## config.mk

```make
export PLATFORM = sky130hd
export DESIGN_NAME = write_back_arbiter
export DESIGN_NICKNAME = d
export VERILOG_FILES = /design/src/wb_arbiter_pkg.sv /design/src/rr_pointer.sv /design/src/unit_search.sv /design/src/spr_turn_fsm.sv /design/src/wb_output_stage.sv /design/src/write_back_arbiter.sv
export SDC_FILE = /design/constraint.sdc
export NUM_CORES = 1
export LEC_CHECK = 0
export ABC_AREA = 1
export BUFFER_PORTS_ARGS = -buffer_cell sky130_fd_sc_hd__buf_2
export CORE_AREA = 2 2 307 309
export CTS_BUF_LIST = sky130_fd_sc_hd__clkbuf_2 sky130_fd_sc_hd__clkbuf_4 sky130_fd_sc_hd__clkbuf_8
export DETAILED_ROUTE_END_ITERATION = 6
export DIE_AREA = 0 0 309 311
export GPL_TIMING_DRIVEN = 0
export PLACE_DENSITY = 0.3
export SYNTH_ARGS = -nofsm -noshare
export SYNTH_HDL_FRONTEND = slang
export SYNTH_SLANG_ARGS = --single-unit
```

## constraint.sdc

```tcl
create_clock -name clk -period 5.3 [get_ports clk]
set_input_delay 0.795 -clock clk [delete_from_list [all_inputs] [get_ports clk]]
set_output_delay 0.795 -clock clk [all_outputs]
set_load 0.01 [all_outputs]
```

## src/wb_arbiter_pkg.sv

```systemverilog
// Write-back arbiter shared definitions
// Widths, unit count, result and write-port structs, turn state

package wb_arbiter_pkg;

    localparam int NUM_UNITS      = 8;
    localparam int UNIT_IDX_WIDTH = 3;
    localparam int TAG_WIDTH      = 5;
    localparam int GPR_ADDR_WIDTH = 5;
    localparam int SPR_ADDR_WIDTH = 10;
    localparam int DATA_WIDTH     = 32;

    // XER lives at SPR number 1
    localparam logic [0:SPR_ADDR_WIDTH-1] XER_SPR_ADDR = 10'd1;

    // Condition and exception side effects of one result
    typedef struct packed {
        logic                    xer_valid;
        logic [0:DATA_WIDTH-1]   xer;
        logic                    cr0_valid;
        logic                    so;
    } cond_exc_t;

    typedef struct packed {
        logic [0:TAG_WIDTH-1]      tag;
        logic [0:GPR_ADDR_WIDTH-1] reg_addr;
        logic [0:DATA_WIDTH-1]     data;
        cond_exc_t                 cond;
    } gpr_result_t;

    typedef struct packed {
        logic                      valid;
        logic [0:TAG_WIDTH-1]      tag;
        logic [0:GPR_ADDR_WIDTH-1] reg_addr;
        logic [0:DATA_WIDTH-1]     data;
    } gpr_write_t;

    typedef struct packed {
        logic                      valid;
        logic [0:TAG_WIDTH-1]      tag;
        logic [0:SPR_ADDR_WIDTH-1] spr_addr;
        logic [0:DATA_WIDTH-1]     data;
    } spr_write_t;

    // Field bits are lt, gt, eq, so
    typedef struct packed {
        logic                 valid;
        logic [0:TAG_WIDTH-1] tag;
        logic [0:3]           field;
    } cr0_write_t;

    // Who gets the SPR port on the next conflict
    typedef enum logic {
        turn_gpr,
        turn_spr
    } turn_state_t;

    typedef struct packed {
        logic                      gpr_en;
        logic [0:UNIT_IDX_WIDTH-1] unit_idx;
        logic                      spr_en;
    } grant_t;

endpackage

```

## src/rr_pointer.sv

```systemverilog
// Round-robin start pointer for the unit search
// Moves one past the unit that was just granted

`timescale 1ns/1ps

module rr_pointer import wb_arbiter_pkg::*; (
    input  logic                      clk,
    input  logic                      rst,
    input  grant_t                    grant,
    output logic [0:UNIT_IDX_WIDTH-1] ptr
);

    localparam logic [0:UNIT_IDX_WIDTH-1] LAST_IDX = UNIT_IDX_WIDTH'(NUM_UNITS - 1);

    always_ff @(posedge clk) begin
        if (rst) begin
            ptr <= '0;
        end else if (grant.gpr_en) begin
            // Wrap explicitly so a unit count below 2**width still works
            if (grant.unit_idx == LAST_IDX) begin
                ptr <= '0;
            end else begin
                ptr <= grant.unit_idx + 1'b1;
            end
        end
    end

endmodule

```

## src/unit_search.sv

```systemverilog
// Rotating priority search over the GPR result units
// Finds the first valid unit and the first valid unit without an XER update

`timescale 1ns/1ps

module unit_search import wb_arbiter_pkg::*; (
    input  logic [0:UNIT_IDX_WIDTH-1] ptr,
    input  logic [0:NUM_UNITS-1]      unit_valid,
    input  gpr_result_t               unit_result [0:NUM_UNITS-1],
    output logic [0:UNIT_IDX_WIDTH-1] first_idx,
    output logic                      first_found,
    output logic [0:UNIT_IDX_WIDTH-1] noxer_idx,
    output logic                      noxer_found
);

    logic [0:NUM_UNITS-1] noxer_req;

    // First set request at or after start, wrapping around
    function automatic logic find_first(
        input  logic [0:NUM_UNITS-1]      req,
        input  logic [0:UNIT_IDX_WIDTH-1] start,
        output logic [0:UNIT_IDX_WIDTH-1] idx
    );
        logic [0:UNIT_IDX_WIDTH-1] cand;
        logic                      found;
        found = 1'b0;
        idx   = start;
        for (int i = 0; i < NUM_UNITS; i++) begin
            cand = UNIT_IDX_WIDTH'((int'(start) + i) % NUM_UNITS);
            if (req[cand] && !found) begin
                idx   = cand;
                found = 1'b1;
            end
        end
        return found;
    endfunction

    // Units that could share a cycle with the SPR source
    always_comb begin
        for (int i = 0; i < NUM_UNITS; i++) begin
            noxer_req[i] = unit_valid[i] & ~unit_result[i].cond.xer_valid;
        end
    end

    always_comb begin
        first_found = find_first(unit_valid, ptr, first_idx);
        noxer_found = find_first(noxer_req, ptr, noxer_idx);
    end

endmodule

```

## src/spr_turn_fsm.sv

```systemverilog
// SPR port turn FSM
// Alternates the SPR write port between the GPR units and the SPR source
// and decodes the grant into the ready signals

`timescale 1ns/1ps

module spr_turn_fsm import wb_arbiter_pkg::*; (
    input  logic                      clk,
    input  logic                      rst,
    input  logic                      spr_valid,
    input  logic [0:UNIT_IDX_WIDTH-1] first_idx,
    input  logic                      first_found,
    input  logic [0:UNIT_IDX_WIDTH-1] noxer_idx,
    input  logic                      noxer_found,
    output grant_t                    grant,
    output logic [0:NUM_UNITS-1]      unit_ready,
    output logic                      spr_ready
);

    turn_state_t state;
    turn_state_t state_nxt;

    always_ff @(posedge clk) begin
        if (rst) begin
            state <= turn_gpr;
        end else begin
            state <= state_nxt;
        end
    end

    always_comb begin
        grant.gpr_en   = 1'b0;
        grant.unit_idx = first_idx;
        grant.spr_en   = 1'b0;
        state_nxt      = state;

        if (!spr_valid) begin
            // No competition for the SPR port
            grant.gpr_en = first_found;
        end else if (state == turn_spr) begin
            // SPR source is owed the port, pair it with a unit if one fits
            grant.spr_en   = 1'b1;
            grant.gpr_en   = noxer_found;
            grant.unit_idx = noxer_idx;
            state_nxt      = turn_gpr;
        end else begin
            if (noxer_found) begin
                grant.spr_en   = 1'b1;
                grant.gpr_en   = 1'b1;
                grant.unit_idx = noxer_idx;
            end else if (first_found) begin
                // Only XER writers are waiting, the unit goes first
                grant.gpr_en = 1'b1;
            end else begin
                grant.spr_en = 1'b1;
            end
            state_nxt = turn_spr;
        end
    end

    // One-hot ready back to the units
    always_comb begin
        unit_ready = '0;
        if (grant.gpr_en) begin
            unit_ready[grant.unit_idx] = 1'b1;
        end
    end

    assign spr_ready = grant.spr_en;

endmodule

```

## src/wb_output_stage.sv

```systemverilog
// Write-back output stage
// Muxes the granted unit, derives CR0, merges the SPR source onto the
// SPR port and registers the GPR, SPR and CR0 write ports

`timescale 1ns/1ps

module wb_output_stage import wb_arbiter_pkg::*; (
    input  logic        clk,
    input  logic        rst,
    input  grant_t      grant,
    input  gpr_result_t unit_result [0:NUM_UNITS-1],
    input  spr_write_t  spr_in,
    output gpr_write_t  gpr_wr,
    output spr_write_t  spr_wr,
    output cr0_write_t  cr0_wr
);

    gpr_result_t sel;
    gpr_write_t  gpr_nxt;
    spr_write_t  spr_nxt;
    cr0_write_t  cr0_nxt;

    // CR0 is lt, gt, eq from a signed compare with zero, then so
    function automatic logic [0:3] cr0_field(
        input logic [0:DATA_WIDTH-1] data,
        input logic                  so
    );
        if ($signed(data) < 0) begin
            return {3'b100, so};
        end else if ($signed(data) > 0) begin
            return {3'b010, so};
        end else begin
            return {3'b001, so};
        end
    endfunction

    assign sel = unit_result[grant.unit_idx];

    always_comb begin
        gpr_nxt.valid    = grant.gpr_en;
        gpr_nxt.tag      = sel.tag;
        gpr_nxt.reg_addr = sel.reg_addr;
        gpr_nxt.data     = sel.data;

        cr0_nxt.valid = grant.gpr_en & sel.cond.cr0_valid;
        cr0_nxt.tag   = sel.tag;
        cr0_nxt.field = cr0_field(sel.data, sel.cond.so);

        // The FSM never grants the SPR source together with an XER writer
        if (grant.spr_en) begin
            spr_nxt       = spr_in;
            spr_nxt.valid = 1'b1;
        end else begin
            spr_nxt.valid    = grant.gpr_en & sel.cond.xer_valid;
            spr_nxt.tag      = sel.tag;
            spr_nxt.spr_addr = XER_SPR_ADDR;
            spr_nxt.data     = sel.cond.xer;
        end
    end

    always_ff @(posedge clk) begin
        gpr_wr <= gpr_nxt;
        spr_wr <= spr_nxt;
        cr0_wr <= cr0_nxt;
        if (rst) begin
            gpr_wr.valid <= 1'b0;
            spr_wr.valid <= 1'b0;
            cr0_wr.valid <= 1'b0;
        end
    end

endmodule

```

## src/write_back_arbiter.sv

```systemverilog
// Write-back arbiter top level
// One GPR result per cycle in round-robin order, with XER and CR0 side
// effects, sharing the SPR write port with a single SPR result source

`timescale 1ns/1ps

module write_back_arbiter import wb_arbiter_pkg::*; (
    input  logic                 clk,
    input  logic                 rst,

    // Execution unit results
    input  logic [0:NUM_UNITS-1] unit_valid,
    input  gpr_result_t          unit_result [0:NUM_UNITS-1],
    output logic [0:NUM_UNITS-1] unit_ready,

    // SPR result source
    input  logic                 spr_valid,
    input  spr_write_t           spr_in,
    output logic                 spr_ready,

    // Register file write ports
    output gpr_write_t           gpr_wr,
    output spr_write_t           spr_wr,
    output cr0_write_t           cr0_wr
);

    logic [0:UNIT_IDX_WIDTH-1] ptr;
    logic [0:UNIT_IDX_WIDTH-1] first_idx;
    logic                      first_found;
    logic [0:UNIT_IDX_WIDTH-1] noxer_idx;
    logic                      noxer_found;
    grant_t                    grant;

    rr_pointer u_rr_pointer (
        .clk   (clk),
        .rst   (rst),
        .grant (grant),
        .ptr   (ptr)
    );

    unit_search u_unit_search (
        .ptr         (ptr),
        .unit_valid  (unit_valid),
        .unit_result (unit_result),
        .first_idx   (first_idx),
        .first_found (first_found),
        .noxer_idx   (noxer_idx),
        .noxer_found (noxer_found)
    );

    spr_turn_fsm u_spr_turn_fsm (
        .clk         (clk),
        .rst         (rst),
        .spr_valid   (spr_valid),
        .first_idx   (first_idx),
        .first_found (first_found),
        .noxer_idx   (noxer_idx),
        .noxer_found (noxer_found),
        .grant       (grant),
        .unit_ready  (unit_ready),
        .spr_ready   (spr_ready)
    );

    wb_output_stage u_wb_output_stage (
        .clk         (clk),
        .rst         (rst),
        .grant       (grant),
        .unit_result (unit_result),
        .spr_in      (spr_in),
        .gpr_wr      (gpr_wr),
        .spr_wr      (spr_wr),
        .cr0_wr      (cr0_wr)
    );

endmodule

```

Yosys cells after proc, flatten, opt, wreduce, memory -nomap -nowiden
Cells that the tools add are included.

$add $sub $neg: 8. Magnitude comparators: 12. Eq/ne operators: 1. Mux-type cells: 97. Bitwise gates (word level): 27. Reduce and logical (&&, ||, !) cells: 29.

Operator list (count): 77-bit binary-select mux with 3-bit select (1); 77-bit 2-to-1 mux (2); 1-bit 2-to-1 mux (56); 3-bit 2-to-1 mux (17); 1-bit binary-select mux with 3-bit select (16); 48-bit 2-to-1 mux (1); 4-bit greater-or-equal comparator (second input constant) (9); 3-bit inverter with 4-bit output (9); 32-bit by 1-bit > comparator with 1-bit output (second input constant) (1); 32-bit by 1-bit < comparator with 1-bit output (second input constant) (1); 1-bit logical AND (15); 1-bit logical NOT (14); 3-bit adder (second input constant) (4); 1-bit AND (10); 8-bit 2-to-1 mux (1); 1-bit inverter (8); 3-bit by 1-bit adder with 3-bit output (second input constant) (2); 3-bit by 2-bit adder with 3-bit output (second input constant) (2); 5-bit 2-to-1 mux (1); 4-bit by 1-bit < comparator with 1-bit output (second input constant) (1); 4-bit 2-to-1 mux (1); 1-bit demux with 3-bit select (1); 3-bit == test (second input constant) (1).

Register bits after elaboration: 100. Input bits: 675. Logic and storage cells: 187.

Longest topological paths before layout
Gate-level depths: netlist of the first run.

Depth after elaboration: 37. Mapped depth: 32. Depth with buffers taken out: 29.

Cells and area by module
Synthesis of the first run repeated with hierarchy kept, for this count alone.

Cell total of the unflattened synthesis: 1912. Area, all modules: 10321.1 µm².

By module, submodules not included: wb_output_stage (times used 1, cells each 1579, area each 8580.7 µm², seq. area each 1921.8 µm²); unit_search (times used 1, cells each 270, area each 1362.6 µm², seq. area each 0.0 µm²); spr_turn_fsm (times used 1, cells each 46, area each 242.7 µm², seq. area each 20.0 µm²); rr_pointer (times used 1, cells each 17, area each 135.1 µm², seq. area each 60.1 µm²).

Worst setup path after synthesis of the first run
Ideal clock, no wire load.

Path type: reg-to-output. Start point: register u_rr_pointer.ptr[2] (netlist name). End point: output port unit_ready[0] (netlist name). Arrival: 3610 ps. Required time: 4505 ps. Path slack: 895 ps. Cell stages (with the launch flop): 27. Path buffers: 7. Cells stage by stage: dfxtp_1 -> buf_2 -> inv_2 -> buf_4 -> ha_1 -> inv_1 -> clkbuf_1 -> nand3_1 -> nand3_2 -> nand2_2 -> nor2_4 -> nand4_4 -> nor2_4 -> nand3_2 -> nand2_2 -> nand2_2 -> nand2_1 -> nand2_1 -> nand2_1 -> nand2_2 -> inv_2 -> buf_4 -> buf_4 -> buf_4 -> buf_2 -> nand2_1 -> nor2_1.

Longest elaborated chain between the ends: 35. Elaborated cells on any way between the ends: 134.

Ends and longest elaborated chain: start: declaration (line rr_pointer.sv:10) `output logic [0:UNIT_IDX_WIDTH-1] ptr`; start signal: assignment (line rr_pointer.sv:23) `ptr <= grant.unit_idx + 1'b1;`; branches (longest 34 deep; another with 3-bit by 1-bit adder with 3-bit output); 8-bit 2-to-1 mux (*) (line spr_turn_fsm.sv:64) `if (grant.gpr_en) begin`; end: declaration (line write_back_arbiter.sv:14) `output logic [0:NUM_UNITS-1] unit_ready,`.

Mark *: on every way between the ends. The select of a mux whose other input is x is not followed.

Worst setup path after layout of the first run
Start point: register u_rr_pointer.ptr[2] (netlist name). End point: register u_wb_output_stage.spr_wr[47] (netlist name).

Longest elaborated chain between the ends: 35. Elaborated cells on any way between the ends: 135.

Ends and longest elaborated chain: branches (longest 34 deep; another with 3-bit by 1-bit adder with 3-bit output); 48-bit 2-to-1 mux (*) (line wb_output_stage.sv:50) `if (grant.spr_en) begin`.

Marks and branches as above. A chain may end at the register's enable or synchronous reset.

==> flow_summary.ini, run 1 <==
[synth]
synth_enable_flop_cells = 0
yosys-top-cells-area = nand2_1, dfxtp_1, nand3_1
synth-seq-cells = 100
seq_area_frac_synth_pct = 20.3
synth_top_area_share_pct = 37.1
async_reset_ff_share_pct = 0
ys_warn_count = 0
synth.net_count = 2555
synthFlopType = dfxtp_1
yosysUniqueCellTypes = 40
synth.most_common_cell = nand2_1
netlist_instances = 1877
yosys.area.top_type = nand2_1
netlist_area_sq_mm = 0.00988
synth.avg_cell_area_sq_um = 5.26
yosys-top-cells-count = nand2_1, nor2_1, nand3_1, a21oi_1, dfxtp_1

[sta]
clock_skew_ns = 0.0220
max_slew_margin_pct = 18.6
finalSetupTns_ns = 0
layout_setup_ws_ns = 0.142
report.final.slew_viol_count = 0
setup_violations = 0
fmax_mhz = 194
worst_pin_slew_ns = 1.22
final.min_clock_period_ns = 5.16
finalCritPeriodShare_pct = 97.3
hold_viol = 0
rsz0062_at_grt = yes

[placed_design]
pre_cts_slack_ns = -1.34
placed_cell_area_sq_mm = 0.0154
gp_congestion = 0.897
dpl.hpwl_um = 81400
portBuffers = 783

[clock_tree]
tritoncts_num_sinks = 100
path_clk_slew_ns = 0.14
clockRootBuffer = clkbuf_8
cts_made_buffers = 9
tritoncts = done
h-tree-depth = 3
clk_latency_ns = 0.49
holdBufCountCts = 0
cts_buffer_depth = 2

[cells_and_area]
fin_util_pct = 17.3
num-nets-final = 3360
areaGrowthSynthToFinish_pct = 62.2
fin_area_sq_mm = 0.0160
n_fill_cell = 11315
drive_gt1_share_pct = 36.2

[critical_path]
crit_start = u_rr_pointer.ptr[2]$_SDFFE_PP0P_
r2r_slack_ns = 0.14
crit_top_cell = nand2_2
path_cells = buf_6 > inv_4 > buf_12 > ha_4 > buf_8 > nand3_1 > nand2_1 > nand2_1 > nand2_2 > nand4_4 > nor2_4 > nand3_2 > nand2_2 > nand2_2 > nand2_2 > nand3_4 > nand2_8 > buf_6 > buf_2 > clkbuf_1 > o221ai_1 > nand2_1 > nand4_1 > o21ai_1
start_kind = register
worstSetupEndpointType = register
cpPeakStageDelay_ns = 0.93
required_ns = 5.67
crit_type = register to register
r2r_start = u_rr_pointer.ptr[2]$_SDFFE_PP0P_
cp.arrival_ns = 5.53
cp_slowest_cell = clkbuf_1
rr_endpoint = u_wb_output_stage.spr_wr[47]$_SDFF_PP0_
ff2ff_path_depth = 24
worstPathMaxFanout = 10

[min_path]
hold-path-cell-count = 1
whs_endpoint = u_spr_turn_fsm.state$_SDFFE_PP0P_
worstHoldStart = u_spr_turn_fsm.state$_SDFFE_PP0P_
hp-class = register to register

[die]
core_sq_mm = 0.0928
num_rows = 112
start_util_pct = 10.7
die_w_um = 309
die_h_um = 311
io_pins = 785
die_area_sq_mm = 0.0961

[run_status]
outcome = finished, final reports clean

[detailed_routing]
met3_length_um = 6090
vias = 15673
dr.max_layer_used = met5
drtIter0Drc = 1108
via_per_inst = 3.95
firstDrtPassIters = 5
totalWireLength_um = 97000
ant_nets = 0
drc = 0
dr_wl_met2_um = 45700
wl_per_cell_um = 24.5
wl_met1_um = 43600

[run]
maxCapViolCount = 0

[grt]
track_usage_pct = 19.5
grt_max_degree = 19
grt_pass1_vias = 15764
antenna_found_initial = 32
grt_first_pass_wirelength_um = 129000
gr-total-overflow = 0
kinds of logic (layout without fill, tap and decap cells):
logic type | Yosys count | after routing | share of synthesized area, %
xor gates and xnor gates | 4 | 4 | 0.431
and+or+nand+nor | 1314 | 1314 | 53.6
DFF | 100 | 100 | 20.3
AOI/OAI and AO/OA | 236 | 236 | 14.4
buffers and inverters | 220 | 1030 | 10.9
other | 0 | 23 | 0
adders and majority gates | 3 | 3 | 0.380
worst max-delay path, delay by kind of cell (launching register included):
family	cells	cell delay, ns
compound gates	2	0.53
fa+ha+maj	1	0.30
buf+inv	7	1.97
flops	1	0.37
simple gates	14	1.82
metal layers:
metal  global-route usage, %  vias up
met5                       0        -
met4                    4.21       18
met3                    3.96       62
met2                    32.7      565
met1                    25.5     7419
li1                        -     7609
sequential cells by signal, indices dropped and copies added, names as in the netlist:
name                      flops
u_rr_pointer.ptr              3
u_spr_turn_fsm.state          1
u_wb_output_stage.gpr_wr     38
u_wb_output_stage.spr_wr     48
u_wb_output_stage.cr0_wr     10
through the flow:
stage	instances	hold slack [ns]
2_1_floorplan	1877	0.422
3_3_place_gp	3914	0.449
3_5_place_dp	3914	0.440
4_1_cts	3934	0.392
5_1_grt	3953	0.413
6_report	3964	0.458
repair_timing:
action	in CTS	in global routing
pin swaps	6	13
endpoints found under the setup margin	64	33
setup buffers	6	7
cloned	0	0
resized for setup	61	32
layout by cell type (no fill, tap or decap), types with 22 or more instances in the layout:
master     n
a22oi_1   29
nand3_1  134
buf_2    849
a22o_1    22
inv_1     85
diode_2   23
nor2_1   145
dfxtp_1   98
a21oi_1  123
nand2_1  968
buf_4     25
how the worst max path moves through the flow:
stage / endpoint / slack, ns / depth (start not counted)
2_1_floorplan: unit_ready[0] / 0.89 / 26
3_3_place_gp: u_wb_output_stage.spr_wr[0]$_DFF_P_ / -1.43 / 24
3_5_place_dp: u_wb_output_stage.spr_wr[0]$_DFF_P_ / -1.34 / 25
4_1_cts: unit_ready[7] / 0.05 / 25
5_1_grt: unit_ready[7] / -0.03 / 27
6_report: u_wb_output_stage.spr_wr[47]$_SDFF_PP0_ / 0.14 / 24
cell type report:
class / count / area [sq um] / area share, %
multi-input cells: 1557 / 6950 / 43.4
plain buffers: 124 / 862 / 5.38
clock buffers: 10 / 138 / 0.859
diodes: 23 / 57.6 / 0.359
well taps: 1254 / 1570 / 9.79
flip-flops and latches: 100 / 2010 / 12.5
inverters: 94 / 367 / 2.29
repair buffers: 796 / 4020 / 25.1
clock inverters: 6 / 58.8 / 0.367
Power of run 1 is left out: the tool's default activity adds up to more than one toggle a clock period on the data nets, which glitch-free logic cannot reach.
==> run 2: changes to the inputs <==
GPL_TIMING_DRIVEN = default   (was 0)
REMOVE_ABC_BUFFERS = 1   (was default)
==> run 2 against run 1 <==
First-iteration DRC count shrank 29%; flip-flop and latch count is the same; routed wire length decreased by 28%; worst setup slack better by 0.39 ns; clock skew rose by 0.0075 ns; non-clock buffer count decreased by 87; hold slack better by 0.024 ns; via count decreased by 7.5%; clock-buffer cell count unchanged; core utilization down 0.65 points; cell count is 2.5% lower; cell area down 3.8%.
==> flow_summary.ini, run 2 (synthesis results as in run 1) <==
[grt]
grt_max_degree = 103
antenna_found_initial = 14
grt_first_pass_wirelength_um = 96700
track_usage_pct = 13.7
gr-total-overflow = 0
grt_pass1_vias = 14450

[die]
die_h_um = 311
die_w_um = 309
die_area_sq_mm = 0.0961
core_sq_mm = 0.0928
num_rows = 112
start_util_pct = 10.7
io_pins = 785

[sta]
hold_viol = 0
fmax_mhz = 210
final.min_clock_period_ns = 4.77
report.final.slew_viol_count = 0
worst_pin_slew_ns = 0.716
setup_violations = 0
holdWs_ns = 0.483
finalSetupTns_ns = 0
finalCritPeriodShare_pct = 89.9
layout_setup_ws_ns = 0.535
clock_skew_ns = 0.0294
rsz0062_at_grt = no
max_slew_margin_pct = 52.2

[detailed_routing]
wl_per_cell_um = 18.0
ant_nets = 0
vias = 14504
drc = 0
firstDrtPassIters = 5
totalWireLength_um = 69600
via_per_inst = 3.75
drtIter0Drc = 791

[placed_design]
place_inst = 3835
dpl.hpwl_um = 54800
gp_congestion = 0.804
pre_cts_slack_ns = 0.467
portBuffers = 783

[clock_tree]
tritoncts = done
path_clk_slew_ns = 0.15
h-tree-depth = 3
cts_buffer_depth = 2
tritoncts_num_sinks = 100
clockRootBuffer = clkbuf_8
clk_latency_ns = 0.47
cts_made_buffers = 9
holdBufCountCts = 0

[cells_and_area]
fin_cells = 3863
areaGrowthSynthToFinish_pct = 56.1
final_cell_mix = nand2_1, buf_2, nor2_1
largest_register_ffs = 48
drive_gt1_share_pct = 33.9
layout_commonest_cell = nand2_1
top_regs = u_wb_output_stage.spr_wr: 48 flops, u_wb_output_stage.gpr_wr: 38 flops, u_wb_output_stage.cr0_wr: 10 flops
num-nets-final = 3274
regMostFlops = u_wb_output_stage.spr_wr
n_fill_cell = 11212

[critical_path]
required_ns = 4.51
start_kind = register
worstPathMaxFanout = 59
cp.arrival_ns = 3.97
worstSetupEndpointType = output pin
crit_type = register to output pin

[run_status]
outcome = finished, final reports clean

[min_path]
hp-class = register to register

[run]
maxCapViolCount = 0
-- run 2: path summary, 6_finish.rpt --
path	from	to	slack, ns	cells past startpoint
worst max-delay path	u_rr_pointer.ptr[2]$_SDFFE_PP0P_	unit_ready[2]	0.53	20
worst min-delay path	u_spr_turn_fsm.state$_SDFFE_PP0P_	u_spr_turn_fsm.state$_SDFFE_PP0P_	0.48	1
worst max register to register	u_rr_pointer.ptr[2]$_SDFFE_PP0P_	u_wb_output_stage.cr0_wr[2]$_SDFF_PP0_	0.70	30
worst min register to register	u_spr_turn_fsm.state$_SDFFE_PP0P_	u_spr_turn_fsm.state$_SDFFE_PP0P_	0.48	1
-- run 2: routing by layer --
metal	wire length, um	vias to the layer above	GRT usage, %	share of wire [%]
met2	35100	471	24.9	50
met5	76	-	0	0.11
li1	-	7401	-	-
met3	4310	48	3.07	6.2
met4	1050	12	3.31	1.5
met1	29100	6572	16.1	42
-- run 2: what timing repair did --
item                                    in CTS  in global routing
hold endpoints to repair                     0                  0
endpoints found under the setup margin       6                 10
buffers inserted                             0                  3
gates cloned                                 0                  1
gates resized for setup                      1                  1
pin swaps                                    0                  1
-- run 2: area by class of cell --
class / count / area (sq um) / area share (%)
Clock buffer: 10 / 138 / 0.892
Clock inverter: 6 / 53.8 / 0.349
Tap cell: 1254 / 1570 / 10.2
Timing Repair Buffer: 833 / 4410 / 28.6
Multi-Input combinational cell: 1558 / 6860 / 44.5
Inverter: 94 / 373 / 2.42
Antenna cell: 8 / 20.0 / 0.130
Sequential cell: 100 / 2000 / 13.0
-- run 2: critical path, stage by stage, from the launching register on --
cell,delay (ns)
dfxtp_1,0.37
inv_2,0.04
ha_1,0.33
clkinvlp_4,0.22
nand3_1,0.16
nand2_1,0.12
nor2_1,0.06
nor2_1,0.14
nand2_1,0.10
nor2_4,0.15
nand3_2,0.10
nor2_2,0.18
nand3_1,0.14
nand2_1,0.09
nand3_1,0.15
nand3_2,0.22
nand2_8,0.10
inv_12,0.24
nand2_1,0.26
nor2_1,0.14
buf_2,0.14
-- run 2: through the flow --
stage	util, %	area (sq um)
after floorplan	-	9160
after global placement	16.4	15200
after detailed placement	16.4	15200
after CTS	16.6	15400
after global routing	16.6	15400
final	16.6	15400
Power of run 2 is left out for the same reason.
==> run 3: changes to the inputs <==
SKIP_CTS_REPAIR_TIMING = 1   (was default)
clock period = 5.2 ns   (was 5.3 ns; I/O delays follow)
==> run 3 against run 2 <==
Global-route usage decreased by 0.13 points; critical path depth decreased by 2; non-clock buffer count increased by 2; cell area about the same; cell count about the same; clock-buffer cell count unchanged; clock skew decreased by 0.0023 ns; routed wire length decreased by 1.7%.
==> flow_summary.ini, run 3 (synthesis results as in run 1) <==
[min_path]
whs_endpoint = u_spr_turn_fsm.state$_SDFFE_PP0P_
worstHoldStart = u_spr_turn_fsm.state$_SDFFE_PP0P_
hold-path-cell-count = 1
hp-class = register to register

[cells_and_area]
regMostFlops = u_wb_output_stage.spr_wr
num-nets-final = 3275
final_cell_mix = nand2_1, buf_2, nor2_1
drive_gt1_share_pct = 34.0
largest_register_ffs = 48
layout_commonest_cell = nand2_1
areaGrowthSynthToFinish_pct = 56.2
top_regs = u_wb_output_stage.spr_wr: 48 flops, u_wb_output_stage.gpr_wr: 38 flops, u_wb_output_stage.cr0_wr: 10 flops

[critical_path]
r2r_start = u_rr_pointer.ptr[2]$_SDFFE_PP0P_
crit_start = u_rr_pointer.ptr[2]$_SDFFE_PP0P_
cp.arrival_ns = 3.83
cpPeakStageDelay_ns = 0.39
required_ns = 4.42
start_kind = register
cp_slowest_cell = o21ai_1
worstSetupEndpointType = output pin
cp.depth = 18
ff2ff_path_depth = 28
crit_top_cell = nor2_1
path_delay_family = simple AND/OR/NAND/NOR gates
worstPathMaxFanout = 18
rr_endpoint = u_wb_output_stage.cr0_wr[1]$_SDFF_PP0_
path_cells = buf_4 > ha_1 > xor2_2 > buf_4 > nor2_1 > nor2_1 > nand2_1 > nor2_4 > nand3_2 > nor2_2 > nand3_1 > nand2_1 > a21oi_1 > o21ai_1 > nor2_4 > inv_1 > nor2_1 > buf_2
r2r_slack_ns = 0.77
crit_type = register to output pin
crit_buf_inv = 4

[detailed_routing]
wl_per_cell_um = 17.7
totalWireLength_um = 68400
vias = 14451
firstDrtPassIters = 5
ant_nets = 0
via_per_inst = 3.74
drc = 0
drtIter0Drc = 819

[die]
io_pins = 785
die_w_um = 309
num_rows = 112
core_sq_mm = 0.0928
start_util_pct = 10.7
die_area_sq_mm = 0.0961
die_h_um = 311

[grt]
grt_max_degree = 110
gr-total-overflow = 0
grt_pass1_vias = 14416
grt_first_pass_wirelength_um = 96400
antenna_found_initial = 11
track_usage_pct = 13.6

[run]
maxCapViolCount = 0

[clock_tree]
clockRootBuffer = clkbuf_8
h-tree-depth = 3
cts_buffer_depth = 2
clk_latency_ns = 0.46
tritoncts_num_sinks = 100
cts_made_buffers = 9
tritoncts = done
path_clk_slew_ns = 0.14

[sta]
fmax_mhz = 217
holdWs_ns = 0.481
final.min_clock_period_ns = 4.61
max_slew_margin_pct = 51.3
layout_setup_ws_ns = 0.587
clock_skew_ns = 0.0271
rsz0062_at_grt = no
hold_viol = 0
worst_pin_slew_ns = 0.731
setup_violations = 0
finalCritPeriodShare_pct = 88.7
report.final.slew_viol_count = 0

[placed_design]
dpl.hpwl_um = 54300
gp_congestion = 0.832
pre_cts_slack_ns = 0.515
portBuffers = 783

[run_status]
outcome = finished, final reports clean
[run 3: worst max path at each step]
stage,endpoint,slack [ns]
final,unit_ready[1],0.59
after global routing,unit_ready[1],0.10
after CTS,unit_ready[2],-0.05
after detailed placement,u_wb_output_stage.cr0_wr[2]$_SDFF_PP0_,0.52
after global placement,u_wb_output_stage.cr0_wr[2]$_SDFF_PP0_,0.48
after floorplan,unit_ready[1],-5.09
[run 3: routing by layer]
layer  global-route usage (%)  wire, um  part of all wire (%)
met2                     25.3     35200                    51
met3                     2.96      3990                   5.8
met4                     1.97       514                  0.75
met1                     16.0     28700                    42
met5                        0        27                 0.039
[run 3: final cells by class]
cell class | instances | area (sq um)
clock inverter | 5 | 42.5
multi-input combinational | 1557 | 6850
antenna | 7 | 17.5
tap | 1254 | 1570
inverter | 94 | 380
clock buffer | 10 | 138
timing repair buffer | 835 | 4430
sequential | 100 | 2000
fill | 11216 | 77300
[run 3: through the flow]
| step | utilization, % | cell area [sq um] | setup TNS [ns] | instances |
|---|---|---|---|---|
| 3_3_place_gp | 16.3 | 15200 | 0 | 3832 |
| 5_1_grt | 16.6 | 15400 | 0 | 3861 |
| 3_5_place_dp | 16.3 | 15200 | 0 | 3832 |
| 4_1_cts | 16.5 | 15300 | -0.196 | 3847 |
| 2_1_floorplan | - | 9160 | -404.17 | 1751 |
| 6_report | 16.6 | 15400 | 0 | 3862 |
Power of run 3 is left out for the same reason.
